==> config.mk <==
export PLATFORM = sky130hd
export DESIGN_NAME = save_controller
export DESIGN_NICKNAME = d
export VERILOG_FILES = /design/src/design/save_pkg.sv /design/src/design/save_controller.sv
export SDC_FILE = /design/constraint.sdc
export NUM_CORES = 1
export LEC_CHECK = 0
export BUFFER_PORTS_ARGS = -buffer_cell sky130_fd_sc_hd__buf_2
export CELL_PAD_IN_SITES_DETAIL_PLACEMENT = 1
export CELL_PAD_IN_SITES_GLOBAL_PLACEMENT = 1
export CORE_MARGIN = 2
export CORE_UTILIZATION = 24
export DETAILED_ROUTE_END_ITERATION = 12
export PLACE_DENSITY_LB_ADDON = 0.1
export SKIP_LAST_GASP = 1
export SLEW_MARGIN = 20
export SYNTH_ARGS = -nofsm -noshare
export SYNTH_HDL_FRONTEND = slang
export SYNTH_SLANG_ARGS = --single-unit
==> constraint.sdc <==
create_clock -name clk -period 1.25 [get_ports clk]
set_clock_uncertainty 0.2 [all_clocks]
set_input_delay 0.125 -clock clk [delete_from_list [all_inputs] [get_ports clk]]
set_output_delay 0.125 -clock clk [all_outputs]
set_load 0.01 [all_outputs]
==> src/design/save_pkg.sv <==
`default_nettype none

package save_pkg;

  // element width in bits, sums wrap at this width
  localparam int elem_w = 16;

  // tile geometry
  // 2 x 2 cells, each cell carries 4 lanes
  localparam int n_cells = 4;
  localparam int n_lanes = 4;

  // elements per tile, also per bank section
  localparam int n_elems = n_cells * n_lanes;

  // sections per bank
  localparam int n_section = 4;

  // deepest job, repeats per slot
  localparam int max_depth = 4;

  // accepted tile to sum in bank
  // one cycle in the packer, one in the bank adder
  localparam int pack_lat = 2;

  // block mode of a job
  // full uses every lane, half two lanes, quarter one lane
  typedef enum logic [1:0] {
    mode_full    = 2'd0,
    mode_half    = 2'd1,
    mode_quarter = 2'd2
  } block_mode_e;

  typedef logic signed [elem_w-1:0] elem_t;

  // raw tile from the array
  // index is cell * n_lanes + lane, cell is i * N_TILE + j
  typedef elem_t [n_elems-1:0] tile_t;

  // one accumulation section, filled slot by slot
  typedef elem_t [n_elems-1:0] section_t;

  // job command, sampled with start
  // depth runs 1 to max_depth
  typedef struct packed {
    block_mode_e mode;
    logic [2:0]  depth;
  } save_cmd_t;

  // fill position that follows a tile down the pipe
  typedef struct packed {
    logic [$clog2(n_section)-1:0] section;
    logic [1:0]                   slot;
    block_mode_e                  mode;
    logic                         valid;
  } fill_pos_t;

endpackage

`default_nettype wire

==> src/design/save_controller.sv <==
`timescale 1ns/1ns
`default_nettype none

module save_controller (
  input  logic                clk,
  input  logic                rst,
  input  logic                start,
  input  save_pkg::save_cmd_t cmd,
  input  logic                tile_valid,
  input  logic [1:0]          section,
  input  logic [1:0]          slot,
  input  logic                last,
  output logic                load,
  output logic                step,
  output save_pkg::fill_pos_t pos,
  output logic                swap,
  output logic                busy
);
  import save_pkg::*;

  typedef enum logic [1:0] {
    st_idle,
    st_fill,
    st_flush
  } state_e;

  state_e                        state;
  block_mode_e                   mode_q;
  logic [$clog2(pack_lat+1)-1:0] flush_cnt;
  logic                          accept;

  // only the fill state takes tiles
  assign busy   = (state == st_fill);
  assign accept = tile_valid && busy;
  assign step   = accept;

  // start is dropped while filling
  assign load = start && !busy;

  // position of the tile accepted this cycle
  always_comb begin
    pos.section = section;
    pos.slot    = slot;
    pos.mode    = mode_q;
    pos.valid   = accept;
  end

  always_ff @(posedge clk) begin
    if (rst) begin
      state     <= st_idle;
      mode_q    <= mode_full;
      flush_cnt <= '0;
      swap      <= 1'b0;
    end else begin
      swap <= 1'b0;
      if (load) begin
        mode_q <= cmd.mode;
      end
      // wait for the last sum to land, then one swap pulse
      // runs on even if the next job has started
      if (flush_cnt != '0) begin
        flush_cnt <= flush_cnt - 1'b1;
        if (flush_cnt == 1) begin
          swap <= 1'b1;
        end
      end
      case (state)
        st_idle: begin
          if (start) begin
            state <= st_fill;
          end
        end
        st_fill: begin
          if (accept && last) begin
            state     <= st_flush;
            flush_cnt <= $bits(flush_cnt)'(pack_lat);
          end
        end
        st_flush: begin
          // back to back job may start here
          if (start) begin
            state <= st_fill;
          end else if (flush_cnt == 1) begin
            state <= st_idle;
          end
        end
        default: state <= st_idle;
      endcase
    end
  end

endmodule

`default_nettype wire

==> run summary <==
The tightest min-delay check is of the in2out type. TritonCTS built the clock tree. The power per standard cell area came out at between 1000 and 1500 nW/um^2.

The checks that failed: setup timing. STA puts the critical path data arrival time at around 1.0 ns. STA puts the critical path data required time at between 0.9 and 1 ns.

The transition time at the pin with the least slew margin came out at between 0.1 and 0.15 ns. The number of design-rule violations left by the first detailed-router iteration came out at 2. The number of buffers created by CTS is 3. The port buffer count is 13.

The final standard cell count with taps included and fillers excluded came out at 70. The switching power summed over all nets came out at around 130 uW. The pre-antenna-repair detailed-routing pass consisted of 3 iterations. The synthesized design devotes to its leading area cell type 42.1% of total area. The global-route track usage on met2 came out at 21.1%. The via density per instance is 4.24.

The met1 track demand over resource in global routing is 9.97%. Headroom to the max-slew limit came out at between 90% and 100%. Setup total negative slack on the finished layout was measured at -0.259 ns. The fraction of power consumed by sequential logic is between 40 and 50%. The final global-route overflow total came out at 0. The most used routing layer in global routing is met2.

The number of hold violations in the final report is 0. Per report_power, the clock group accounts for between 30% and 40% of the total. In this run the vertical extent of the chip is 41.2 um. The count of antenna-violating nets left after detailed routing is 0.

The layout net count came out at 70. After synthesis the cells add up to approximately 330 um^2. By area the synthesized netlist is led by sky130_fd_sc_hd__dfxtp_1 (42%), sky130_fd_sc_hd__buf_4 (11%), sky130_fd_sc_hd__nand2b_1 (9.4%). The worst path in the final design needs a cycle of ~1.3 ns, including I/O delays and setup.

For this run, the number of Yosys warnings is 0. At the end of routability-driven placement, the weighted congestion stood at slightly above 0.6. The wire length per cell after detailed routing is between 10 and 15 um. By startpoint and endpoint, the worst setup path is classified as reg2out.

The share of the core filled with cells came out at 38.9%. The count of unresolved DRC violations after routing is 0. The post-synthesis to final-layout area growth came out at 52.3%.

sky130_fd_sc_hd__dfxtp_1 takes more of the synthesized area than any other cell. The latest clock arrival within the worst-skew pair is 0.25 ns. The cell count after synthesis came out at 35. The setup-violating endpoint count in the final report came out at 3. The CTS clock-pin slew for the worst setup and hold paths is ~0.05 ns. The worst setup path is launched from a flop. The worst hold margin came out at 0.0501 ns. The power share of the combinational group came out at between 10% and 20%. The switching portion of total power came out at between 20% and 30%. In this run the worst path has a maximum fanout of 3. The instance count after placement with tap cells included is 57. The top achievable clock speed came out at 746 MHz. In this run, synthesis produced a sequential element count of 7. For this design the top-level I/O count stands at 25. The antenna cell count is 0.

After floorplanning, the core was divided into 13 placement rows. The run finished, with violations left. The first global-routing pass estimated approximately 1200 um of wire. Of the synthesized area, sequential elements account for roughly 42%.

Setup repair after global routing could not meet its margin everywhere. The combined global-route utilization of all metal layers is 11.2%. Entering global routing, the biggest net connects 10 pins. The total area inside the core boundary comes to 1300 um^2. Setup slack on the critical path of the routed design comes to -0.0902 ns. Global routing consumed, on the met3 layer, approximately 5.4% of the routing resources. The die outline area is roughly 1700 um^2.

The post-placement setup slack is just over 0.05 ns. Summed over all layers, the routed wires come to approximately 810 um. Across the run, the number of max-cap violations was 0. The period utilization is 107%. The via count of the first global-routing pass came out at 300. The number of H-tree levels came out at 1. The fraction of layout instances using a drive strength above 1 came out at 45.5%. The initial utilization of the core area, before any placement, comes to roughly a quarter. The maximum number of buffers from clock root to sink is 2.

In this run the static leakage power is roughly 0.00024 uW. The average cell area after synthesis is roughly 9.5 um^2. The number of vias in the routed layout came out at 297. The number of sinks handled by clock tree synthesis is 7. STA classifies the critical path endpoint as a primary output.

The floorplan die width is about 41 um. VDD sags by at most approximately 0.00053 V. Internal power comes to ~420 uW. The final max-slew violation count is 0. The number of antenna violations at the first check in global routing is 0.

The root buffer cell is sky130_fd_sc_hd__clkbuf_4. The net count of the mapped netlist is 49. The distinct cell type count of the synthesized netlist came out at 13.
final cells by class:
class / count / area [um^2]
Tap cell: 15 / 18.8
Multi-Input combinational cell: 22 / 153
Fill cell: 162 / 795
Sequential cell: 7 / 143
Clock buffer: 4 / 26.3
Timing Repair Buffer: 22 / 166
cells in the mapped netlist:
master,n
sky130_fd_sc_hd__and3_1,1
sky130_fd_sc_hd__nand2_1,1
sky130_fd_sc_hd__nor2_1,4
sky130_fd_sc_hd__clkbuf_1,1
sky130_fd_sc_hd__and2_2,1
sky130_fd_sc_hd__nand3_1,1
sky130_fd_sc_hd__nand3_2,1
sky130_fd_sc_hd__mux2i_1,3
sky130_fd_sc_hd__nor2b_4,2
sky130_fd_sc_hd__dfxtp_1,7
sky130_fd_sc_hd__nand2b_1,5
sky130_fd_sc_hd__a21oi_1,3
sky130_fd_sc_hd__buf_4,5
power groups by stage:
stage                     clock network (uW)  logic, uW  registers (uW)
after floorplan                            0       55.4             245
after global placement                     0       68.3             243
after detailed placement                   0       71.6             243
after CTS                                219        108             238
after global routing                     235        117             239
final                                    210        106             238
registers in the layout, summed over array words and instances (netlist names):
| register | cells |
|---|---|
| flush_cnt | 2 |
| state | 2 |
| mode_q | 2 |
| swap | 1 |
what timing repair did:
item | 4_1_cts | 5_1_grt
hold buffers | 6 | 0
gates cloned | 0 | 0
setup endpoints to repair | 4 | 5
gates resized for setup | 6 | 0
pin swaps | 1 | 1
buffers inserted | 3 | 0
endpoints found under the hold margin | 6 | 0
worst max-delay path: stages, from the launching register on:
cell	delay (ns)
sky130_fd_sc_hd__dfxtp_2	0.32
sky130_fd_sc_hd__nor2b_4	0.18
sky130_fd_sc_hd__and2_4	0.17
sky130_fd_sc_hd__buf_6	0.09
worst paths after layout:
kind / from / end / slack, ns / cells past startpoint
setup / recovery: state[0] / pos[0] / -0.09 / 3
hold / removal: section[0] / pos[5] / 0.05 / 0
setup reg to reg: state[0] / flush_cnt[0] / 0.05 / 4
hold reg to reg: flush_cnt[1] / flush_cnt[1] / 0.28 / 2
per-layer routing:
metal | vias to the layer above | routed length [um]
li1 | 148 | -
met2 | 14 | 431
met3 | 0 | 89
met1 | 135 | 293
met5 | - | 0
met4 | 0 | 0
per-stage QoR:
| stage | instance area (um^2) | total power (uW) |
|---|---|---|
| 2_1_floorplan | 333 | 300 |
| 3_3_place_gp | 375 | 311 |
| 3_5_place_dp | 375 | 315 |
| 4_1_cts | 507 | 564 |
| 5_1_grt | 507 | 591 |
| 6_report | 507 | 554 |
placed cells by master, fill, tap and decap left out, drive strengths merged:
master       count
mux2i            3
nor2b            2
and2             1
buf             16
nand3            2
dlygate4sd3      6
nor2             4
nand2b           5
a21oi            3
clkbuf           4
nand2            1
and3             1
dfxtp            7
cells by family after synthesis:
logic type	share of synthesized area, %
muxes	9.02
AOI/OAI and AO/OA	4.51
buffers and inverters	12.4
DFF	42.1
and+or+nand+nor	32.0
Power figures use the tool's default switching activity.
