<file path="src/design/save_pkg.sv">
`default_nettype none

package save_pkg;

  // element width in bits, sums wrap at this width
  localparam int elem_w = 16;

  // tile geometry
  // 2 x 2 cells, each cell carries 4 lanes
  localparam int n_cells = 4;
  localparam int n_lanes = 4;

  // elements per tile, also per bank section
  localparam int n_elems = n_cells * n_lanes;

  // sections per bank
  localparam int n_section = 4;

  // deepest job, repeats per slot
  localparam int max_depth = 4;

  // accepted tile to sum in bank
  // one cycle in the packer, one in the bank adder
  localparam int pack_lat = 2;

  // block mode of a job
  // full uses every lane, half two lanes, quarter one lane
  typedef enum logic [1:0] {
    mode_full    = 2'd0,
    mode_half    = 2'd1,
    mode_quarter = 2'd2
  } block_mode_e;

  typedef logic signed [elem_w-1:0] elem_t;

  // raw tile from the array
  // index is cell * n_lanes + lane, cell is i * N_TILE + j
  typedef elem_t [n_elems-1:0] tile_t;

  // one accumulation section, filled slot by slot
  typedef elem_t [n_elems-1:0] section_t;

  // job command, sampled with start
  // depth runs 1 to max_depth
  typedef struct packed {
    block_mode_e mode;
    logic [2:0]  depth;
  } save_cmd_t;

  // fill position that follows a tile down the pipe
  typedef struct packed {
    logic [$clog2(n_section)-1:0] section;
    logic [1:0]                   slot;
    block_mode_e                  mode;
    logic                         valid;
  } fill_pos_t;

endpackage

`default_nettype wire

</file>
<file path="src/design/tile_packer.sv">
`timescale 1ns/1ns
`default_nettype none

module tile_packer (
  input  logic                clk,
  input  logic                rst,
  input  save_pkg::tile_t     tile,
  input  save_pkg::fill_pos_t pos_in,
  output save_pkg::section_t  word,
  output save_pkg::fill_pos_t pos_out
);
  import save_pkg::*;

  // lanes kept per cell in half mode
  localparam int half_lanes = n_lanes / 2;

  section_t packed_word;

  // reshape by mode, unused positions stay zero
  always_comb begin
    packed_word = '0;
    case (pos_in.mode)
      mode_half: begin
        // lanes 0 and 1 of each cell, two slots per section
        for (int c = 0; c < n_cells; c++) begin
          for (int l = 0; l < half_lanes; l++) begin
            packed_word[(pos_in.slot[0] * n_cells + c) * half_lanes + l] =
              tile[c * n_lanes + l];
          end
        end
      end
      mode_quarter: begin
        // lane 0 only, four slots per section
        for (int c = 0; c < n_cells; c++) begin
          packed_word[pos_in.slot * n_cells + c] = tile[c * n_lanes];
        end
      end
      default: begin
        // full mode, straight copy
        packed_word = tile;
      end
    endcase
  end

  // position follows the word by one cycle
  always_ff @(posedge clk) begin
    if (rst) begin
      pos_out <= '0;
    end else begin
      pos_out <= pos_in;
    end
  end

  // word only moves when a tile is taken
  always_ff @(posedge clk) begin
    if (pos_in.valid) begin
      word <= packed_word;
    end
  end

endmodule

`default_nettype wire

</file>
<file path="config.mk">
export PLATFORM = sky130hd
export DESIGN_NAME = tile_packer
export DESIGN_NICKNAME = d
export VERILOG_FILES = /design/src/design/save_pkg.sv /design/src/design/tile_packer.sv
export SDC_FILE = /design/constraint.sdc
export NUM_CORES = 1
export LEC_CHECK = 0
export BUFFER_PORTS_ARGS = -buffer_cell sky130_fd_sc_hd__buf_2
export CORE_AREA = 2 2 208 210
export CTS_CLUSTER_SIZE = 25
export DETAILED_ROUTE_END_ITERATION = 6
export DIE_AREA = 0 0 210 212
export PLACE_DENSITY = 0.57
export SLEW_MARGIN = 20
export SYNTH_ARGS = -nofsm -noshare
export SYNTH_HDL_FRONTEND = slang
export SYNTH_SLANG_ARGS = --single-unit
</file>
<file path="constraint.sdc">
create_clock -name clk -period 2.04 [get_ports clk]
set_input_delay 0.204 -clock clk [delete_from_list [all_inputs] [get_ports clk]]
set_output_delay 0.204 -clock clk [all_outputs]
set_load 0.01 [all_outputs]
</file>
==> results.json, run 1 <==
{
  "cpPeakStageDelay_ps": 520,
  "switching_share_pct": 27.1,
  "crit_path_start_kind": "input port",
  "die_area_um2": 44500,
  "cts.sinks": 263,
  "comb_power_share_pct": 19.7,
  "drtAntennaViolNets": 0,
  "cts_tree": "done",
  "clkSlewWorstSetupHoldPaths_ps": 60,
  "numCtsBuffers": 30,
  "h-tree-depth": 1,
  "p_int_w": 0.0110,
  "ios": 528,
  "crit_chain": "dlygate4sd3_1 > buf_2 > ha_4 > and3b_4 > buf_12 > a222oi_1 > inv_1",
  "hold_viol": 0,
  "avgSynthCellArea_um2": 12.8,
  "final-max-slew-violation-count": 0,
  "setup_violations": 0,
  "vias_per_cell": 5.34,
  "cp_max_fo": 19,
  "grt_pass1_wl_um": 78300,
  "critPathKind": "input port to register",
  "hold_depth": 3,
  "gp_congestion": 0.892,
  "critPathRequiredTime_ps": 2350,
  "slew_headroom_pct": 59.3,
  "root_buffer": "clkbuf_16",
  "finalCritPeriodShare_pct": 95.8,
  "areaGrowthSynthToFinish_pct": 56.7,
  "netlist_area_um2": 11800,
  "yosysUniqueCellTypes": 32,
  "drt_wl_total_um": 56300,
  "dieWidth_um": 210,
  "final_cell_mix": "buf_2, edfxtp_1, dlygate4sd3_1, a22oi_1, o21ai_0",
  "grtUsageTotal_pct": 24.0,
  "fmax_mhz": 512,
  "drc": 13,
  "pre_cts_slack_ps": 44.1,
  "grt_overflow_total": 0,
  "violations": "DRC",
  "hold_path_class": "input port to register",
  "max_cap_viol_count": 0,
  "wl_per_cell_um": 25.2,
  "status": "finished, violations left",
  "final_common_cell": "buf_2",
  "antenna_found_initial": 6,
  "tightest_slew_ps": 610,
  "p_per_area_nw_per_um2": 817,
  "ys_ff_latch": 263,
  "die_h_um": 212,
  "rsz0062_at_grt": "no",
  "pwr-share-clk_pct": 35.5,
  "start_util_pct": 27.7,
  "finalInstanceArea_um2": 18400,
  "fin_tns_setup_ps": 0,
  "nets": 1922,
  "seq_power_share_pct": 44.8,
  "ctsResizeCount": 0,
  "dpl-instance-area_um2": 15400,
  "p_leak_nw": 7.71,
  "grt_max_degree": 120,
  "worst_slack_ps": 85.8,
  "rows": 76,
  "cp_data_arrival_time_ps": 2260,
  "synth_nets": 1184,
  "ys_warn_count": 0,
  "slowest_stage": "dlygate4sd3_1",
  "clockBufferDepth": 3,
  "drtIter0Drc": 1385,
  "switchingPower_w": 0.00407,
  "netlist_instances": 917,
  "period_needed_ps": 1950,
  "drive_gt1_share_pct": 38.0,
  "first_pass_iters": 7,
  "dpl.hpwl_um": 39800,
  "io_buffers": 527,
  "vias": 11906,
  "grt_pass1_vias": 11831,
  "end_kind": "register",
  "vdd_ir_drop_max_mv": 0.587,
  "ys_seq_area_share_pct": 66.5,
  "fp.coreArea_um2": 42500
}
## cells in the mapped netlist
library cell | number | area share (%)
nand2b_1 | 1 | 0.053
nor4bb_1 | 1 | 0.085
ha_1 | 2 | 0.21
a31oi_2 | 1 | 0.11
and4bb_2 | 1 | 0.11
nand3b_1 | 1 | 0.064
inv_1 | 46 | 1.5
buf_1 | 1 | 0.032
nor3b_2 | 1 | 0.11
o21ai_1 | 12 | 0.51
nand2_1 | 89 | 2.8
edfxtp_1 | 256 | 65
and3b_1 | 1 | 0.074
or2_2 | 1 | 0.053
a222oi_1 | 42 | 3.6
nor2_1 | 21 | 0.67
nor2b_1 | 4 | 0.21
buf_2 | 46 | 2.0
nor4_4 | 1 | 0.18
a22o_1 | 16 | 1.2
a22oi_1 | 166 | 11
dfxtp_1 | 7 | 1.2
mux2i_1 | 16 | 1.4
clkbuf_1 | 27 | 0.86
o21ai_2 | 1 | 0.074
buf_4 | 6 | 0.38
buf_6 | 1 | 0.096
o21ai_0 | 129 | 5.5
or3_1 | 1 | 0.053
and3_1 | 16 | 0.85
and4b_1 | 1 | 0.085
a21o_1 | 2 | 0.13
## worst paths after layout
path | start | endpoint | slack (ps)
max | pos_in[2] | word[198] | 90
min | tile[222] | word[254] | 30
## worst max-delay path: cells and delay by family
family          cells  cell delay, ps
compound gates      1             410
buf+inv             4             950
fa+ha+maj           1             360
simple gates        1             330
## sequential cells by signal, indices dropped and copies added, names as in the netlist
register,flops
word,256
pos_out,7
## area by class of cell
cell class	count	area, µm²
diodes	7	17.5
inverters	46	173
well taps	546	683
clock buffers	36	795
repair buffers	787	5360
flip-flops and latches	263	7830
multi-input cells	527	3420
clock inverters	19	165
fillers	3995	24100
## routing by layer
metal  part of all wire (%)  up-vias  track usage, %
li1                       -     5141               -
met4                    3.3        0            7.41
met1                     40     5808            31.1
met3                    9.8      131            6.01
met5                      0        -               0
met2                     47      826            39.4
## timing repair
item                                    4_1_cts  5_1_grt
setup buffers                                 0        0
hold buffers                                204        0
endpoints found under the setup margin        0        0
endpoints found under the hold margin       229        0
## metrics by stage
stage	hold WS [ps]	instances	utilization, %	total power (W)
finish	29.4	2231	43.4	0.0151
global placement	429	1965	36.3	0.00946
floorplan	271	917	-	0.00792
CTS	4.98	2224	43.3	0.0151
detailed placement	431	1965	36.3	0.00949
global route	23.4	2228	43.4	0.0156
## cell families after synthesis
group                      after synthesis  share of synthesized area [%]
AOI/OAI and AO/OA                      369                           21.7
adders and majority gates                2                          0.213
buffers and inverters                  127                           4.80
DFF                                    263                           66.5
muxes                                   16                           1.36
and+or+nand+nor                        140                           5.43
## power groups by stage
stage | clock [W] | sequential (W) | combinational, W
after global routing | 0.00563 | 0.00679 | 0.00316
after global placement | 0 | 0.00685 | 0.00261
final | 0.00534 | 0.00675 | 0.00297
after floorplan | 0 | 0.00715 | 0.000779
after detailed placement | 0 | 0.00686 | 0.00263
after CTS | 0.00545 | 0.00675 | 0.00295
No activity file was read; power rests on OpenSTA's default activity.
==> inputs of run 2 (changes only) <==
CORE_AREA = 2 2 207 209   (was 2 2 208 210)
DIE_AREA = 0 0 209 211   (was 0 0 210 212)
PLACE_DENSITY = 0.59   (was 0.57)
clock period = 1.6 ns   (was 2.04 ns; I/O delays follow)
==> run 2 against run 1 <==
Effect of this change: the flow still finishes with violations (DRC); clock power is 25% higher; sequential power is 28% higher; flip-flop and latch count stayed put; final cell count is 2.5% higher; total power is 28% higher; routed wire length is 4.0% higher; largest power group unchanged.
==> results.json, run 2 (synthesis gave the netlist of run 1 again) <==
{
  "dpl-instance-area_um2": 15800,
  "crit_path_start_kind": "input port",
  "cts_tree": "done",
  "drtIter0Drc": 1697,
  "rows": 75,
  "final_common_cell": "buf_2",
  "max_cap_viol_count": 0,
  "vias": 12392,
  "clockBufferDepth": 3,
  "hold_viol": 0,
  "hold_depth": 3,
  "nets": 1989,
  "hold_path_class": "input port to register",
  "min_from": "tile[64]",
  "tightest_slew_ps": 732,
  "pre_cts_slack_ps": -434,
  "drtAntennaViolNets": 0,
  "critPathKind": "input port to register",
  "period_needed_ps": 1580,
  "die_h_um": 211,
  "clkSlewWorstSetupHoldPaths_ps": 60,
  "areaGrowthSynthToFinish_pct": 62.6,
  "vias_per_cell": 5.42,
  "fin_util_pct": 45.8,
  "slew_headroom_pct": 51.2,
  "root_buffer": "clkbuf_16",
  "end_kind": "register",
  "fillers": 3755,
  "largestRegisters": "word x256, pos_out x7",
  "grt_overflow_total": 0,
  "numCtsBuffers": 31,
  "io_buffers": 527,
  "p_per_area_nw_per_um2": 1010,
  "cp_data_arrival_time_ps": 1890,
  "grt_pass1_wl_um": 82200,
  "gp_congestion": 0.890,
  "p_leak_nw": 8.04,
  "final_cell_mix": "buf_2, edfxtp_1, dlygate4sd3_1, a22oi_1, o21ai_0",
  "fmax_mhz": 634,
  "grt_pass1_vias": 12393,
  "setup_violations": 0,
  "die_area_um2": 44100,
  "grtUsageTotal_pct": 25.3,
  "violations": "DRC",
  "cp_max_fo": 22,
  "antenna_found_initial": 0,
  "h-tree-depth": 1,
  "status": "finished, violations left",
  "cts.sinks": 263,
  "dieWidth_um": 209,
  "dpl.hpwl_um": 40900,
  "largest_register_ffs": 256,
  "first_pass_iters": 7,
  "drc": 2,
  "drt_wl_total_um": 58600,
  "ios": 528,
  "grt_max_degree": 65,
  "rsz0062_at_grt": "no",
  "finalInstanceArea_um2": 19100,
  "start_util_pct": 28.2,
  "critPathRequiredTime_ps": 1910,
  "worst_slack_ps": 22.2,
  "fp.coreArea_um2": 41800,
  "top_register": "word",
  "vdd_ir_drop_max_mv": 0.934,
  "finalCritPeriodShare_pct": 98.6,
  "min_to": "word[208]",
  "final-max-slew-violation-count": 0,
  "wl_per_cell_um": 25.6,
  "drive_gt1_share_pct": 38.3
}
[run 2: worst max-delay path: stages]
cell,delay (ps)
buf_4,150
inv_12,40
ha_4,260
buf_4,170
buf_4,220
a22oi_2,190
dlygate4sd3_1,580
o21ai_0,90
[run 2: what timing repair did]
item                                    4_1_cts  5_1_grt
gates resized for setup                       0        5
buffers inserted                              0        2
endpoints found under the setup margin        0       10
hold endpoints to repair                    264        0
hold buffers                                241        0
[run 2: worst max path at each step]
stage | from | to | slack, ps | cells past startpoint
3_5_place_dp | pos_in[1] | word[107] | -430 | 8
5_1_grt | pos_in[2] | word[104] | 9 | 9
6_report | pos_in[1] | word[55] | 20 | 8
2_1_floorplan | pos_in[1] | word[192] | -20 | 9
4_1_cts | pos_in[1] | word[104] | 30 | 9
3_3_place_gp | pos_in[1] | word[107] | -400 | 8
[run 2: where the power goes]
group	total, W	internal (W)	switching, W	leakage, nW
Clock	0.00666	0.00375	0.00290	0.460
Combinational	0.00405	0.00179	0.00226	5.05
Sequential	0.00861	0.00841	0.000205	2.53
Total	0.0193	0.0139	0.00537	8.04
[run 2: metrics by stage]
stage          hold slack [ps]  TNS (ps)  cells  total power, W
2_1_floorplan              227     -21.6    917          0.0101
3_3_place_gp               370    -36000   1985          0.0122
3_5_place_dp               382    -41440   1985          0.0122
4_1_cts                  0.510         0   2283          0.0194
5_1_grt                   29.3         0   2285          0.0200
6_report                  31.5         0   2287          0.0193
[run 2: per-layer routing]
metal	up-vias	wire (µm)	GRT usage, %	part of all wire [%]
met1	5984	23300	32.7	40
met3	176	5850	5.62	10
met4	0	2770	11.1	4.7
met5	-	0	0	0
met2	951	26700	40.9	46
li1	5281	-	-	-
[run 2: area by class of cell]
class / instances / area, µm² / area share, %
inverter: 46 / 185 / 0.968
sequential: 263 / 7830 / 40.9
timing repair buffer: 853 / 6090 / 31.8
tap: 539 / 674 / 3.53
clock inverter: 16 / 103 / 0.536
multi-input combinational: 527 / 3420 / 17.9
antenna: 2 / 5.00 / 0.0262
clock buffer: 41 / 823 / 4.30
==> inputs of run 3 (changes only) <==
BUFFER_PORTS_ARGS = unset   (was -buffer_cell sky130_fd_sc_hd__buf_2)
CORE_AREA = 2 2 204 206   (was 2 2 207 209)
DIE_AREA = 0 0 206 208   (was 0 0 209 211)
DONT_BUFFER_PORTS = 1   (was unset)
PLACE_DENSITY = 0.49   (was 0.59)
==> run 3 against run 2 <==
Effect of this change: area after synthesis did not move; synthesized cell count did not move; the run now fails in clock tree synthesis.
==> results.json, run 3 <==
{
  "status": "aborted with a tool error",
  "lastStage": "clock tree synthesis",
  "error_line": "[ERROR RSZ-0060] Max buffer count reached.",
  "synth_nets": 1184,
  "die_h_um": 208,
  "rows": 74,
  "place_inst": 1444,
  "post_cts_buffers": 0,
  "ios": 528,
  "dieWidth_um": 206,
  "ys_ff_latch": 263,
  "netlist_area_um2": 11800,
  "gp_congestion": 0.928,
  "clockBufferDepth": 3,
  "yosysUniqueCellTypes": 32,
  "h-tree-depth": 1,
  "netlist_instances": 917,
  "io_buffers": 0,
  "synth_top_cell_area_share_pct": 65.3,
  "synth_top_flop_cell": "edfxtp_1",
  "avgSynthCellArea_um2": 12.8,
  "ctsHoldBuffers": 301,
  "cts.sinks": 263,
  "synth_common_cells": "edfxtp_1, a22oi_1, o21ai_0",
  "synth.most_common_cell": "edfxtp_1",
  "numCtsBuffers": 31,
  "dpl.hpwl_um": 38300,
  "root_buffer": "clkbuf_16",
  "async_flop_share_pct": 0,
  "ys_seq_area_share_pct": 66.5,
  "start_util_pct": 29.0,
  "yosys.area.top_type": "edfxtp_1",
  "pre_cts_slack_ps": -197,
  "synth_edf_count": 256,
  "synth_area_leaders": "edfxtp_1, a22oi_1, o21ai_0",
  "ys_warn_count": 0,
  "ctsResizeCount": 0
}
==> run 3: cell counts after synthesis <==
Identical to the previous run, type by type.
==> run 3: cells by family after synthesis <==
group	count (synthesis)	share of synthesized area, %
flip-flops	263	66.5
AO/OA/AOI/OAI	369	21.7
multiplexers	16	1.36
adder cells (fa/ha/maj)	2	0.213
buffers and inverters	127	4.80
AND/OR/NAND/NOR	140	5.43
==> run 3: metrics by stage <==
step / util [%] / cell area, µm²
detailed placement: 32.1 / 13000
global placement: 32.1 / 13000
floorplan: - / 11800
==> inputs of run 4 (changes only) <==
CTS_CLUSTER_SIZE = unset   (was 25)
PLACE_DENSITY = unset   (was 0.49)
PLACE_DENSITY_LB_ADDON = 0.15   (was unset)
clock period = 2.1 ns   (was 1.6 ns; I/O delays follow)
==> run 4 against run 3 <==
Effect of this change: the flow now finishes, with violations (DRC, hold timing).
==> results.json, run 4 (synthesis gave the netlist of run 1 again) <==
{
  "crit_path_start_kind": "input port",
  "dpl.hpwl_um": 36800,
  "hold_ws_ps": -224,
  "clkSlewWorstSetupHoldPaths_ps": 60,
  "grt_overflow_total": 0,
  "grtUsageTotal_pct": 24.8,
  "clockBufferDepth": 3,
  "gp_congestion": 0.876,
  "die_area_um2": 42800,
  "drtAntennaViolNets": 0,
  "fillers": 3901,
  "wl_per_cell_um": 32.8,
  "worst_slack_ps": 25.7,
  "h-tree-depth": 1,
  "slew_headroom_pct": 50.7,
  "vias": 10100,
  "crit_chain": "dlygate4sd3_1 > inv_1 > ha_1 > nor3b_4 > buf_12 > a22oi_1 > dlygate4sd3_1 > o21ai_0",
  "start_util_pct": 29.0,
  "die_h_um": 208,
  "slowest_stage": "dlygate4sd3_1",
  "drtIter0Drc": 1350,
  "fin_total_pwr_w": 0.0144,
  "top_register": "word",
  "end_kind": "register",
  "dieWidth_um": 206,
  "violations": "DRC, hold timing",
  "largestRegisters": "word x256, pos_out x7",
  "grt_max_degree": 258,
  "p_leak_nw": 5.82,
  "rows": 74,
  "cpMostUsedCell": "dlygate4sd3_1",
  "setup_violations": 0,
  "place_inst": 1398,
  "critPathKind": "input port to register",
  "hold_viol": 148,
  "final_common_cell": "dlygate4sd3_1",
  "root_buffer": "clkbuf_16",
  "cp_max_fo": 8,
  "vias_per_cell": 5.82,
  "areaGrowthSynthToFinish_pct": 38.5,
  "fp.coreArea_um2": 40600,
  "antenna_found_initial": 12,
  "drive_gt1_share_pct": 7.83,
  "status": "finished, violations left",
  "grt_pass1_vias": 10022,
  "hold_path_class": "input port to register",
  "numCtsBuffers": 30,
  "largest_register_ffs": 256,
  "cts.sinks": 263,
  "ctsHoldBuffers": 266,
  "final_cell_mix": "dlygate4sd3_1, edfxtp_1, a22oi_1, o21ai_0, nand2_1",
  "ios": 528,
  "max_cap_viol_count": 0,
  "cp_data_arrival_time_ps": 2470,
  "pre_cts_slack_ps": 110,
  "period_needed_ps": 2070,
  "drc": 3,
  "final-max-slew-violation-count": 0,
  "cts_tree": "done",
  "vdd_ir_drop_max_mv": 0.565,
  "critPathRequiredTime_ps": 2490,
  "grt_pass1_wl_um": 76600,
  "nets": 1443,
  "p_per_area_nw_per_um2": 881,
  "finalCritPeriodShare_pct": 98.8,
  "drt_wl_total_um": 56900,
  "cpPeakStageDelay_ps": 570,
  "first_pass_iters": 7,
  "final_cells": 1734,
  "tightest_slew_ps": 740,
  "io_buffers": 0,
  "fmax_mhz": 482
}
==> run 4: report_power, final <==
| part | internal [W] | switching (W) | leakage, nW |
|---|---|---|---|
| clock network | 0.00338 | 0.00221 | 0.496 |
| logic | 0.000795 | 0.000951 | 2.79 |
| registers | 0.00644 | 0.000590 | 2.53 |
| total | 0.0106 | 0.00375 | 5.82 |
==> run 4: final timing paths <==
kind / start / endpoint / slack [ps] / depth (start not counted)
setup / recovery: pos_in[2] / word[109] / 30 / 8
hold / removal: pos_in[0] / word[31] / -220 / 0
==> run 4: per-layer routing <==
metal	routed length, µm	GRT usage [%]	up-vias	part of all wire [%]
li1	-	-	4185	-
met1	22900	33.2	5040	40
met2	26000	38.2	737	46
met3	6140	7.69	124	11
met4	1740	7.88	14	3.1
met5	95	0	-	0.17
==> run 4: critical path: cells and delay by family <==
family / cells / cell delay, ps
buf+inv: 4 / 1390
compound gates: 2 / 170
fa+ha+maj: 1 / 270
simple gates: 1 / 410
==> run 4: timing repair <==
item / in CTS / in global routing
gates resized for setup: 0 / 1
hold endpoints to repair: 519 / 256
buffers inserted: 0 / 9
endpoints found under the setup margin: 0 / 7
==> run 4: through the flow <==
| step | setup TNS [ps] | hold slack, ps | util, % | cell area (µm²) |
|---|---|---|---|---|
| CTS | 0 | -252 | 39.8 | 16100 |
| floorplan | 0 | 277 | - | 11800 |
| finish | 0 | -224 | 40.2 | 16300 |
| global placement | 0 | 281 | 30.7 | 12500 |
| global route | -9.69 | -258 | 40.2 | 16300 |
| detailed placement | 0 | 284 | 30.7 | 12500 |
==> run 4: area by class of cell <==
| type | count | area [µm²] | area share [%] |
|---|---|---|---|
| Tap cell | 532 | 666 | 4.08 |
| Clock inverter | 12 | 179 | 1.10 |
| Timing Repair Buffer | 308 | 3190 | 19.6 |
| Antenna cell | 2 | 5.00 | 0.0307 |
| Sequential cell | 263 | 7830 | 48.0 |
| Inverter | 46 | 173 | 1.06 |
| Multi-Input combinational cell | 527 | 3420 | 21.0 |
| Clock buffer | 44 | 845 | 5.18 |
