### src/design/save_pkg.sv
`default_nettype none

package save_pkg;

  // element width in bits, sums wrap at this width
  localparam int elem_w = 16;

  // tile geometry
  // 2 x 2 cells, each cell carries 4 lanes
  localparam int n_cells = 4;
  localparam int n_lanes = 4;

  // elements per tile, also per bank section
  localparam int n_elems = n_cells * n_lanes;

  // sections per bank
  localparam int n_section = 4;

  // deepest job, repeats per slot
  localparam int max_depth = 4;

  // accepted tile to sum in bank
  // one cycle in the packer, one in the bank adder
  localparam int pack_lat = 2;

  // block mode of a job
  // full uses every lane, half two lanes, quarter one lane
  typedef enum logic [1:0] {
    mode_full    = 2'd0,
    mode_half    = 2'd1,
    mode_quarter = 2'd2
  } block_mode_e;

  typedef logic signed [elem_w-1:0] elem_t;

  // raw tile from the array
  // index is cell * n_lanes + lane, cell is i * N_TILE + j
  typedef elem_t [n_elems-1:0] tile_t;

  // one accumulation section, filled slot by slot
  typedef elem_t [n_elems-1:0] section_t;

  // job command, sampled with start
  // depth runs 1 to max_depth
  typedef struct packed {
    block_mode_e mode;
    logic [2:0]  depth;
  } save_cmd_t;

  // fill position that follows a tile down the pipe
  typedef struct packed {
    logic [$clog2(n_section)-1:0] section;
    logic [1:0]                   slot;
    block_mode_e                  mode;
    logic                         valid;
  } fill_pos_t;

endpackage

`default_nettype wire

### src/design/save_index_counter.sv
`timescale 1ns/1ns
`default_nettype none

module save_index_counter (
  input  logic                  clk,
  input  logic                  rst,
  input  logic                  load,
  input  save_pkg::block_mode_e mode,
  input  logic [2:0]            depth,
  input  logic                  step,
  output logic [1:0]            section,
  output logic [1:0]            slot,
  output logic                  last
);
  import save_pkg::*;

  // final slot and final depth step of the running job
  logic [1:0]                   slot_max;
  logic [$clog2(max_depth)-1:0] dstep;
  logic [$clog2(max_depth)-1:0] dstep_max;
  logic [2:0]                   depth_m1;
  logic                         slot_wrap;
  logic                         dstep_wrap;

  assign depth_m1   = depth - 3'd1;
  assign slot_wrap  = (slot == slot_max);
  assign dstep_wrap = (dstep == dstep_max);

  // all three digits at their top value
  assign last = slot_wrap && dstep_wrap && (section == 2'(n_section - 1));

  always_ff @(posedge clk) begin
    if (rst) begin
      section   <= '0;
      slot      <= '0;
      dstep     <= '0;
      slot_max  <= '0;
      dstep_max <= '0;
    end else if (load) begin
      section <= '0;
      slot    <= '0;
      dstep   <= '0;
      // slots per section: 1, 2 or 4
      case (mode)
        mode_half:    slot_max <= 2'd1;
        mode_quarter: slot_max <= 2'd3;
        default:      slot_max <= 2'd0;
      endcase
      dstep_max <= depth_m1[$bits(dstep_max)-1:0];
    end else if (step) begin
      // slot fastest, then depth step, then section
      if (slot_wrap) begin
        slot <= '0;
        if (dstep_wrap) begin
          dstep   <= '0;
          section <= section + 2'd1;
        end else begin
          dstep <= dstep + 1'b1;
        end
      end else begin
        slot <= slot + 2'd1;
      end
    end
  end

endmodule

`default_nettype wire

### config.mk
export PLATFORM = sky130hd
export DESIGN_NAME = save_index_counter
export DESIGN_NICKNAME = d
export VERILOG_FILES = /design/src/design/save_pkg.sv /design/src/design/save_index_counter.sv
export SDC_FILE = /design/constraint.sdc
export NUM_CORES = 1
export LEC_CHECK = 0
export BUFFER_PORTS_ARGS = -buffer_cell sky130_fd_sc_hd__buf_2
export CORE_AREA = 2 2 39 41
export CTS_CLUSTER_SIZE = 24
export DETAILED_ROUTE_END_ITERATION = 6
export DIE_AREA = 0 0 41 43
export RECOVER_POWER = 25
export SYNTH_ARGS = -nofsm -noshare
export SYNTH_HDL_FRONTEND = slang
export SYNTH_SLANG_ARGS = --single-unit
### constraint.sdc
create_clock -name clk -period 1.33 [get_ports clk]
set_clock_uncertainty 0.1 [all_clocks]
set_input_delay 0.266 -clock clk [delete_from_list [all_inputs] [get_ports clk]]
set_output_delay 0.266 -clock clk [all_outputs]
set_load 0.03 [all_outputs]
==> results of run 1 <==
==> stage by stage <==
stage / util / TNS, ps / instance area (sq um) / setup WS (ps) / hold slack (ps)
floorplan: - / 0 / 531 / 5.01 / 238
global placement: 0.471 / 0 / 652 / 7.31 / 378
detailed placement: 0.471 / -1.27 / 652 / -1.27 / 378
CTS: 0.538 / -331 / 744 / -193 / 86.5
global route: 0.568 / -737 / 786 / -243 / 111
finish: 0.568 / -371 / 786 / -172 / 98.1
==> final cells by class <==
type | instances | area (sq um) | area share
inverters | 1 | 3.75 | 0.00478
flip-flops and latches | 10 | 211 | 0.269
repair buffers | 24 | 170 | 0.217
well taps | 16 | 20.0 | 0.0255
multi-input cells | 39 | 354 | 0.451
clock buffers | 4 | 26.3 | 0.0334
==> synthesized netlist by cell type <==
cell type and number:
sky130_fd_sc_hd__a21oi_1 1, sky130_fd_sc_hd__xnor2_1 2, sky130_fd_sc_hd__o21ai_0 2, sky130_fd_sc_hd__xnor2_2 4, sky130_fd_sc_hd__inv_1 1, sky130_fd_sc_hd__clkbuf_1 1, sky130_fd_sc_hd__nand3_1 2, sky130_fd_sc_hd__nand3_2 1
sky130_fd_sc_hd__a21boi_1 1, sky130_fd_sc_hd__nand2_1 1, sky130_fd_sc_hd__ha_1 2, sky130_fd_sc_hd__mux2i_1 3, sky130_fd_sc_hd__and2_2 1, sky130_fd_sc_hd__a21boi_0 1, sky130_fd_sc_hd__dfxtp_1 10, sky130_fd_sc_hd__nor3_1 1
sky130_fd_sc_hd__a211oi_1 2, sky130_fd_sc_hd__nand2_2 1, sky130_fd_sc_hd__o211ai_1 1, sky130_fd_sc_hd__and3_2 3, sky130_fd_sc_hd__or3_1 1, sky130_fd_sc_hd__xor2_1 1, sky130_fd_sc_hd__nand3b_1 1, sky130_fd_sc_hd__o31ai_1 1
sky130_fd_sc_hd__nor2_1 6
==> timing repair <==
action	CTS	global route
hold buffers	0	0
cloned	0	0
setup endpoints to repair	2	8
pin swaps	7	8
setup buffers	4	2
resized for setup	8	13
==> state kept, by name (all words and copies together) (netlist names) <==
signal	flops
slot	2
dstep_max	2
section	2
slot_max	2
dstep	2
==> kinds of logic (layout without fill, tap and decap cells) <==
logic type / count (synthesis) / after routing / synth area share
compound gates: 9 / 9 / 0.117
mux: 3 / 3 / 0.0583
simple gates: 18 / 18 / 0.197
fa+ha+maj: 2 / 2 / 0.0485
buf+inv: 2 / 29 / 0.0145
xor+xnor: 7 / 7 / 0.177
flops: 10 / 10 / 0.388
==> layer usage <==
| layer | part of all wire | up-vias |
|---|---|---|
| li1 | - | 235 |
| met1 | 0.45 | 204 |
| met2 | 0.49 | 10 |
| met3 | 0.039 | 2 |
| met4 | 0.015 | 0 |
| met5 | 0 | - |
==> worst max-delay path by stage <==
stage	startpoint	slack, ps	end	depth (start not counted)
finish	slot_max[1]	-170	last	4
global route	slot_max[1]	-240	last	4
CTS	dstep_max[0]	-190	last	4
detailed placement	slot_max[1]	-1	last	4
global placement	slot_max[1]	7	last	4
floorplan	slot[1]	5	section[0]	4
==> critical path, delay by kind of cell, from the launching register on <==
kind | cells | cell delay [ps]
xor gates and xnor gates | 1 | 200
buffers and inverters | 1 | 130
DFF | 1 | 330
and+or+nand+nor | 2 | 200
==> where the power goes <==
part,switching (W),leakage (nW),internal (W),total (W)
sequential,0.0000147,0.0848,0.000313,0.000328
combinational,0.0000789,0.234,0.000105,0.000184
clock,0.000105,0.0150,0.000116,0.000221
==> results.yml, run 1 <==
worst_hold_path:
  hold_path_depth: 2
  hold_class: "in -> reg"
  hold_end: "dstep_max[0]"
  timing.hold.worst.start: "depth[0]"
worst_setup_path:
  worstRegToRegCells: 5
  arrival_ps: 1140
  critical_path.cell_chain: "xnor2_2 -> nand3_2 -> nor2_4 -> buf_6"
  worstPathRequired_ps: 960
  critPathLaunchType: "flip-flop"
  crit_path_end_kind: "primary output"
  setup.worst_path.class: "reg -> out"
  critPathSlowestCell: "sky130_fd_sc_hd__dfxtp_2"
  reg2reg_from: "slot_max[1]"
  worst_r2r_endpoint: "section[0]"
  ff2ff_setup_slack_ps: -100
  cp_slowest_stage_delay_ps: 330
  crit_path_max_fanout: 2
global_route:
  overflow: 0
  met2_track_utilization_from_global_routing: 0.213
  grt_pass1_vias: 427
  global_route_met1_usage: 0.180
  grt_pass1_wl_microns: 1750
  global_route.usage.total: 0.148
  routing_layer_with_the_top_usage_in_global_route: "met2"
  antenna_violations_before_repair: 0
  global_route.usage.met3: 0.0314
  grt_max_degree: 8
floorplan:
  die_w_microns: 41
  core.rowCount: 14
  io-pin-count: 14
  initial_utilization: 0.373
  height_of_the_die_microns: 43
  fp.coreArea_sq_um: 1380
  die_area_sq_um: 1760
power_and_ir_drop:
  vdd_ir_drop_max_mv: 0.509
  power_density_nw_per_um2: 932
  power.total_w: 0.000732
  power.leakage_nw: 0.334
logic_synthesis:
  ys_ff_latch: 10
  synth_area_leader_cell: "sky130_fd_sc_hd__dfxtp_1"
  yosys-top-cells-area: "sky130_fd_sc_hd__dfxtp_1, sky130_fd_sc_hd__xnor2_2, sky130_fd_sc_hd__mux2i_1"
  synthDominantCellAreaShare: 0.388
  yosysSeqAreaShare: 0.388
  synthesis.yosys.warnings: 0
  synthesis.instances: 51
  synthesis.nets: 62
  yosys.cell_types.count: 25
  syn-cell-area_sq_um: 515
  postSynthAreaPerCell_sq_um: 10.1
clock_tree:
  worst_skew_pair.late_latency_ps: 260
  clk_pin_slew_ps: 70
  cts_htree_levels: 1
  numClockSinks: 10
  cts_tree: "yes"
  cts_max_path_buffers: 2
  numCtsBuffers: 3
  clock_tree.root_cell: "sky130_fd_sc_hd__clkbuf_4"
placement:
  gp_congestion: 0.656
  numPortBuffers: 12
  dpl.hpwl_microns: 698
  dp.cells: 84
routing:
  drt_iter0_markers: 2
  antenna_left: 0
  post_detailed_routing_wire_length_microns: 984
  routed_via_density: 4.80
  drt_drc_violations_left: 0
  vias: 451
  wl_per_cell_microns: 10.5
  firstDrtPassIters: 4
final_layout:
  layout_cells_sized_above_1: 0.603
  n_fill_cell: 125
  num_antenna_cells: 0
  layout.nets: 90
  top_library_cells_by_usage_in_the_layout_fill_and_taps_aside: "sky130_fd_sc_hd__buf_2, sky130_fd_sc_hd__buf_4, sky130_fd_sc_hd__dfxtp_2, sky130_fd_sc_hd__nor2_1, sky130_fd_sc_hd__buf_6"
  final_cells: 94
  areaGrowthSynthToFinish_pct: 52.4
outcome:
  violations: "setup timing"
  outcome: "complete, but fails checks"
sta:
  max_freq_ghz: 0.666
  grt_setup_unrepaired: "yes"
  slew-limit-headroom: 0.873
  timing.final.crit_period_ps: 1500
  timing.final.ws_setup_ps: -172
  final.period_utilization: 1.13
  worstMarginPinSlew_ps: 190
  timing_hold_violations_final: 0
  timing_max_transition_violations_final: 0
  setup_viol_count_final: 5
job:
  maxCapViolCount: 0
Note: power is estimated with default switching activity, not from simulation.
==> run 2, diff against run 1 <==
--- a/config.mk
+++ b/config.mk
@@ -5,11 +5,14 @@
 export SDC_FILE = /design/constraint.sdc
 export NUM_CORES = 1
 export LEC_CHECK = 0
+export ABC_AREA = 1
 export BUFFER_PORTS_ARGS = -buffer_cell sky130_fd_sc_hd__buf_2
-export CORE_AREA = 2 2 39 41
+export CELL_PAD_IN_SITES_DETAIL_PLACEMENT = 0
+export CELL_PAD_IN_SITES_GLOBAL_PLACEMENT = 1
+export CORE_UTILIZATION = 30
 export CTS_CLUSTER_SIZE = 24
 export DETAILED_ROUTE_END_ITERATION = 6
-export DIE_AREA = 0 0 41 43
+export PLACE_DENSITY_LB_ADDON = 0.1
 export RECOVER_POWER = 25
 export SYNTH_ARGS = -nofsm -noshare
 export SYNTH_HDL_FRONTEND = slang
==> run 2 against run 1 <==
Compared with the run above:
- the flow still finishes with violations (setup timing)
- via count rose by 17%
- sequential power barely moved
- non-clock buffer count fell by 3
- critical path type unchanged
==> results.yml, run 2 <==
outcome:
  outcome: "complete, but fails checks"
  violations: "setup timing"
sta:
  grt_setup_unrepaired: "yes"
  slew-limit-headroom: 0.817
  worstMarginPinSlew_ps: 274
  timing_hold_violations_final: 0
  max_freq_ghz: 0.603
  timing_max_transition_violations_final: 0
  setup_viol_count_final: 1
  final.setup.tns_ps: -329
  final.period_utilization: 1.25
  timing.final.ws_setup_ps: -329
  timing.final.crit_period_ps: 1660
routing:
  post_detailed_routing_wire_length_microns: 1090
  routed_via_density: 4.09
  antenna_left: 0
  drt_iter0_markers: 4
  firstDrtPassIters: 3
  vias: 528
  drt_drc_violations_left: 0
  wl_per_cell_microns: 8.43
final_layout:
  mostFrequentLayoutCell: "sky130_fd_sc_hd__nand2_1"
  areaGrowthSynthToFinish_pct: 42.1
  final_area_sq_um: 764
  layout.nets: 117
  layout_cells_sized_above_1: 0.410
  top_library_cells_by_usage_in_the_layout_fill_and_taps_aside: "sky130_fd_sc_hd__nand2_1, sky130_fd_sc_hd__inv_1, sky130_fd_sc_hd__nor2_1, sky130_fd_sc_hd__buf_2, sky130_fd_sc_hd__buf_4"
  num_antenna_cells: 0
worst_setup_path:
  launch_point_of_the_critical_path: "dstep_max[0]"
  setup.worst_path.class: "reg -> out"
  worstPathRequired_ps: 960
  critPathTopFamily: "simple AND/OR/NAND/NOR gates"
  critPathLaunchType: "flip-flop"
  crit_buf_inv: 3
  arrival_ps: 1290
  reg2reg_from: "slot[0]"
  ff2ff_setup_slack_ps: 60
  critical_path.cell_chain: "inv_1 -> nand2_1 -> nand2_2 -> nor2_4 -> inv_2 -> nor3b_4 -> buf_6"
  crit_path_max_fanout: 3
  crit_path_end_kind: "primary output"
  critPathSlowestCell: "sky130_fd_sc_hd__dfxtp_2"
  cp_slowest_stage_delay_ps: 350
logic_synthesis:
  async_reset_ff_frac: 0
  ys_ff_latch: 10
  yosys.cell_types.count: 14
  yosys_most_used_dff: "sky130_fd_sc_hd__dfxtp_1"
  number_of_enable_flip_flop_cells_after_synthesis: 0
  most_numerous_cell_types_in_the_synthesized_netlist: "sky130_fd_sc_hd__nand2_1, sky130_fd_sc_hd__inv_1, sky130_fd_sc_hd__nor2_1"
  synthesis.instances: 80
  synth.most_common_cell: "sky130_fd_sc_hd__nand2_1"
  syn-cell-area_sq_um: 538
  yosysSeqAreaShare: 0.372
  yosys-top-cells-area: "sky130_fd_sc_hd__dfxtp_1, sky130_fd_sc_hd__nand2_1, sky130_fd_sc_hd__inv_1"
  synthesis.nets: 91
  postSynthAreaPerCell_sq_um: 6.73
  synth_area_leader_cell: "sky130_fd_sc_hd__dfxtp_1"
  synthesis.yosys.warnings: 0
  synthDominantCellAreaShare: 0.372
job:
  maxCapViolCount: 0
clock_tree:
  clock_tree.root_cell: "sky130_fd_sc_hd__clkbuf_4"
  clk_pin_slew_ps: 70
  cts_tree: "yes"
  worst_skew_pair.late_latency_ps: 270
  numCtsBuffers: 3
  post-cts-setup-buffers: 0
  cts_htree_levels: 1
  numClockSinks: 10
  cts_max_path_buffers: 2
global_route:
  antenna_violations_before_repair: 0
  global_route.usage.total: 0.149
  grt_pass1_vias: 514
  grt_pass1_wl_microns: 2040
  grt_max_degree: 7
  overflow: 0
floorplan:
  die_area_sq_um: 1970
  io-pin-count: 14
  die_w_microns: 44.4
  height_of_the_die_microns: 44.4
  initial_utilization: 0.338
  fp.coreArea_sq_um: 1590
  core.rowCount: 14
power_and_ir_drop:
  power.leakage_nw: 0.374
  vdd_ir_drop_max_mv: 0.418
  power_density_nw_per_um2: 987
worst_hold_path:
  hold_class: "in -> reg"
  timing.hold.worst.start: "depth[0]"
placement:
  numPortBuffers: 12
  placedInstanceArea_sq_um: 714
  dpl.hpwl_microns: 868
  gp_congestion: 0.735
[run 2: cell count changes in the layout (fill, tap and decap cells not counted), sizes merged, moves of 2 or more]
cell / before / now
inv: 1 / 16
xnor2: 6 / 2
nor2: 6 / 13
and3: 3 / 0
a21oi: 1 / 5
a21boi: 2 / 0
nand2: 2 / 23
mux2i: 3 / 0
buf: 24 / 21
[run 2: routing by layer]
metal | vias to the layer above | routed length, microns | share of wire | track usage
met4 | 0 | 19 | 0.017 | 0.0909
met1 | 217 | 531 | 0.49 | 0.175
li1 | 295 | - | - | -
met2 | 14 | 478 | 0.44 | 0.224
met3 | 2 | 58 | 0.053 | 0.0612
met5 | - | 0 | 0 | 0
[run 2: cell type report]
cell class	count	area, sq um
Timing Repair Buffer	21	134
Sequential cell	10	210
Fill cell	168	830
Inverter	16	60.1
Clock buffer	4	36.3
Multi-Input combinational cell	54	294
Tap cell	24	30.0
[run 2: worst reg2reg max path, delay by kind of cell (launching register included)]
family / cells / cell delay [ps]
AND/OR/NAND/NOR: 7 / 670
flip-flops: 1 / 330
buffers and inverters: 1 / 60
[run 2: metrics by stage]
| stage | hold WS [ps] | util | instances | power (W) | setup slack (ps) |
|---|---|---|---|---|---|
| 6_report | 88.4 | 0.480 | 129 | 0.000755 | -329 |
| 3_3_place_gp | 372 | 0.448 | 125 | 0.000478 | -96.7 |
| 5_1_grt | 91.5 | 0.480 | 129 | 0.000809 | -394 |
| 2_1_floorplan | 244 | - | 80 | 0.000423 | -87.6 |
| 4_1_cts | 78.1 | 0.476 | 129 | 0.000772 | -349 |
| 3_5_place_dp | 388 | 0.448 | 125 | 0.000480 | -108 |
[run 2: what timing repair did]
action	4_1_cts	5_1_grt
pin swaps	3	1
gates resized for setup	4	2
endpoints found under the setup margin	1	5
hold buffers	0	0
[run 2: kinds of logic after synthesis]
family / Yosys count / synth area share
AOI/OAI and AO/OA: 10 / 0.107
and+or+nand+nor: 40 / 0.330
xor gates and xnor gates: 2 / 0.0326
adders and majority gates: 2 / 0.0465
DFF: 10 / 0.372
buffers and inverters: 16 / 0.112
[run 2: final timing paths]
check,to,depth (start not counted)
setup / recovery,last,7
hold / removal,dstep_max[0],2
setup reg to reg,section[1],8
hold reg to reg,dstep_max[0],2
[run 2: power by group]
group / internal [W] / switching, W
combinational: 0.0000616 / 0.0000874
clock: 0.000166 / 0.000114
sequential: 0.000316 / 0.0000101
total: 0.000544 / 0.000211
==> run 3, diff against run 2 <==
--- a/config.mk
+++ b/config.mk
@@ -14,6 +14,7 @@
 export DETAILED_ROUTE_END_ITERATION = 6
 export PLACE_DENSITY_LB_ADDON = 0.1
 export RECOVER_POWER = 25
+export SETUP_SLACK_MARGIN = 0.5
 export SYNTH_ARGS = -nofsm -noshare
 export SYNTH_HDL_FRONTEND = slang
 export SYNTH_SLANG_ARGS = --single-unit
==> run 3 against run 2 <==
Compared with the run above:
- the flow still finishes with violations (setup timing)
- global-route usage decreased by 0.76 points
- routed wire length increased by 6.7%
- maximum frequency increased by 2.9%
- flip-flop and latch count unchanged
- final cell count increased by 5.4%
- combinational power increased by 66%
- largest power group unchanged
- register-to-register slack got worse by 60 ps
- setup slack improved by 47 ps
- sequential share of layout area decreased by 4.7 points
- sequential power about the same
==> results.yml, run 3 (synthesis gave the netlist of run 2 again) <==
sta:
  timing.final.ws_setup_ps: -281
  max_freq_ghz: 0.621
  grt_setup_unrepaired: "yes"
  worstMarginPinSlew_ps: 167
  timing.final.crit_period_ps: 1610
  timing_hold_violations_final: 0
  timing_max_transition_violations_final: 0
  setup_viol_count_final: 2
  slew-limit-headroom: 0.888
  final.period_utilization: 1.21
power_and_ir_drop:
  power_density_nw_per_um2: 810
  power.leakage_nw: 0.438
  vdd_ir_drop_max_mv: 0.472
  power.total_w: 0.000792
floorplan:
  initial_utilization: 0.338
  die_area_sq_um: 1970
  io-pin-count: 14
  die_w_microns: 44.4
  core.rowCount: 14
  height_of_the_die_microns: 44.4
  fp.coreArea_sq_um: 1590
worst_setup_path:
  arrival_ps: 1250
  worstPathRequired_ps: 960
  critPathLaunchType: "flip-flop"
  crit_path_max_fanout: 3
  setup.worst_path.class: "reg -> out"
  crit_path_end_kind: "primary output"
routing:
  firstDrtPassIters: 2
  post_detailed_routing_wire_length_microns: 1160
  antenna_left: 0
  routed_via_density: 4.10
  drt_drc_violations_left: 0
  vias: 558
  drt_iter0_markers: 3
  wl_per_cell_microns: 8.54
clock_tree:
  cts_htree_levels: 1
  numClockSinks: 10
  cts_tree: "yes"
  clk_pin_slew_ps: 60
  cts_max_path_buffers: 2
  worst_skew_pair.late_latency_ps: 260
  numCtsBuffers: 3
  clock_tree.root_cell: "sky130_fd_sc_hd__clkbuf_4"
outcome:
  outcome: "complete, but fails checks"
  violations: "setup timing"
global_route:
  antenna_violations_before_repair: 0
  grt_pass1_wl_microns: 1970
  grt_max_degree: 7
  global_route.usage.total: 0.141
  overflow: 0
  grt_pass1_vias: 515
placement:
  dpl.hpwl_microns: 871
  dp.cells: 127
  gp_congestion: 0.740
  numPortBuffers: 12
final_layout:
  num_antenna_cells: 0
  layout_cells_sized_above_1: 0.688
  top_library_cells_by_usage_in_the_layout_fill_and_taps_aside: "sky130_fd_sc_hd__nand2_1, sky130_fd_sc_hd__buf_6, sky130_fd_sc_hd__inv_2, sky130_fd_sc_hd__buf_4, sky130_fd_sc_hd__nor2_1"
  post-route-util: 0.614
  layout.nets: 124
  final_cells: 136
  areaGrowthSynthToFinish_pct: 81.9
job:
  maxCapViolCount: 0
worst_hold_path:
  hold_class: "in -> reg"
[run 3: changes by cell type in the layout (fill, tap and decap cells not counted), moves of 6 or more]
cell                      delta
sky130_fd_sc_hd__nand2_1     -7
sky130_fd_sc_hd__inv_2       +6
sky130_fd_sc_hd__inv_1       -7
sky130_fd_sc_hd__buf_6      +11
[run 3: critical path, stage by stage (launching register included)]
cell and delay, ps:
sky130_fd_sc_hd__dfxtp_2 350, sky130_fd_sc_hd__inv_2 30, sky130_fd_sc_hd__nand2_1 60, sky130_fd_sc_hd__nand2_2 60, sky130_fd_sc_hd__nor2_4 120, sky130_fd_sc_hd__inv_2 60
sky130_fd_sc_hd__nor3b_4 170, sky130_fd_sc_hd__buf_6 150
[run 3: per-stage QoR]
step	setup TNS [ps]	instance area, sq um	hold slack (ps)	setup slack [ps]
after floorplan	-87.6	612	239	-87.6
after global placement	-53.6	785	370	-53.6
after detailed placement	-72.5	785	377	-72.5
after CTS	-321	910	82.9	-321
after global routing	-626	978	86.9	-367
final	-281	978	96.7	-281
[run 3: worst paths after layout]
kind | start | endpoint | slack, ps | cells after the start
max | dstep[1] | last | -280 | 7
max reg2reg | slot_max[0] | section[1] | 0 | 10
min reg2reg | slot_max[1] | slot_max[1] | 390 | 2
min | depth[0] | dstep_max[0] | 100 | 2
[run 3: cell type report]
cell class	instances	area [sq um]
fill	154	616
multi-input combinational	54	399
timing repair buffer	28	238
sequential	10	223
inverter	16	62.6
tap	24	30.0
clock buffer	4	26.3
[run 3: report_power, final]
group          internal, W  total, W  leakage, nW  switching [W]
clock             0.000116  0.000218       0.0150       0.000102
combinational     0.000125  0.000247        0.336       0.000122
sequential        0.000311  0.000327       0.0871      0.0000156
[run 3: routing by layer]
layer / vias up / global-route usage / routed length, microns
li1: 308 / - / -
met1: 238 / 0.178 / 573
met2: 10 / 0.212 / 545
met3: 2 / 0.0245 / 28
met4: 0 / 0.109 / 14
met5: - / 0 / 0
[run 3: timing repair]
item                       CTS  global route
resized for setup           30            16
pin swaps                   13             7
hold buffers                 0             0
buffers inserted             2             3
setup endpoints to repair   12            12
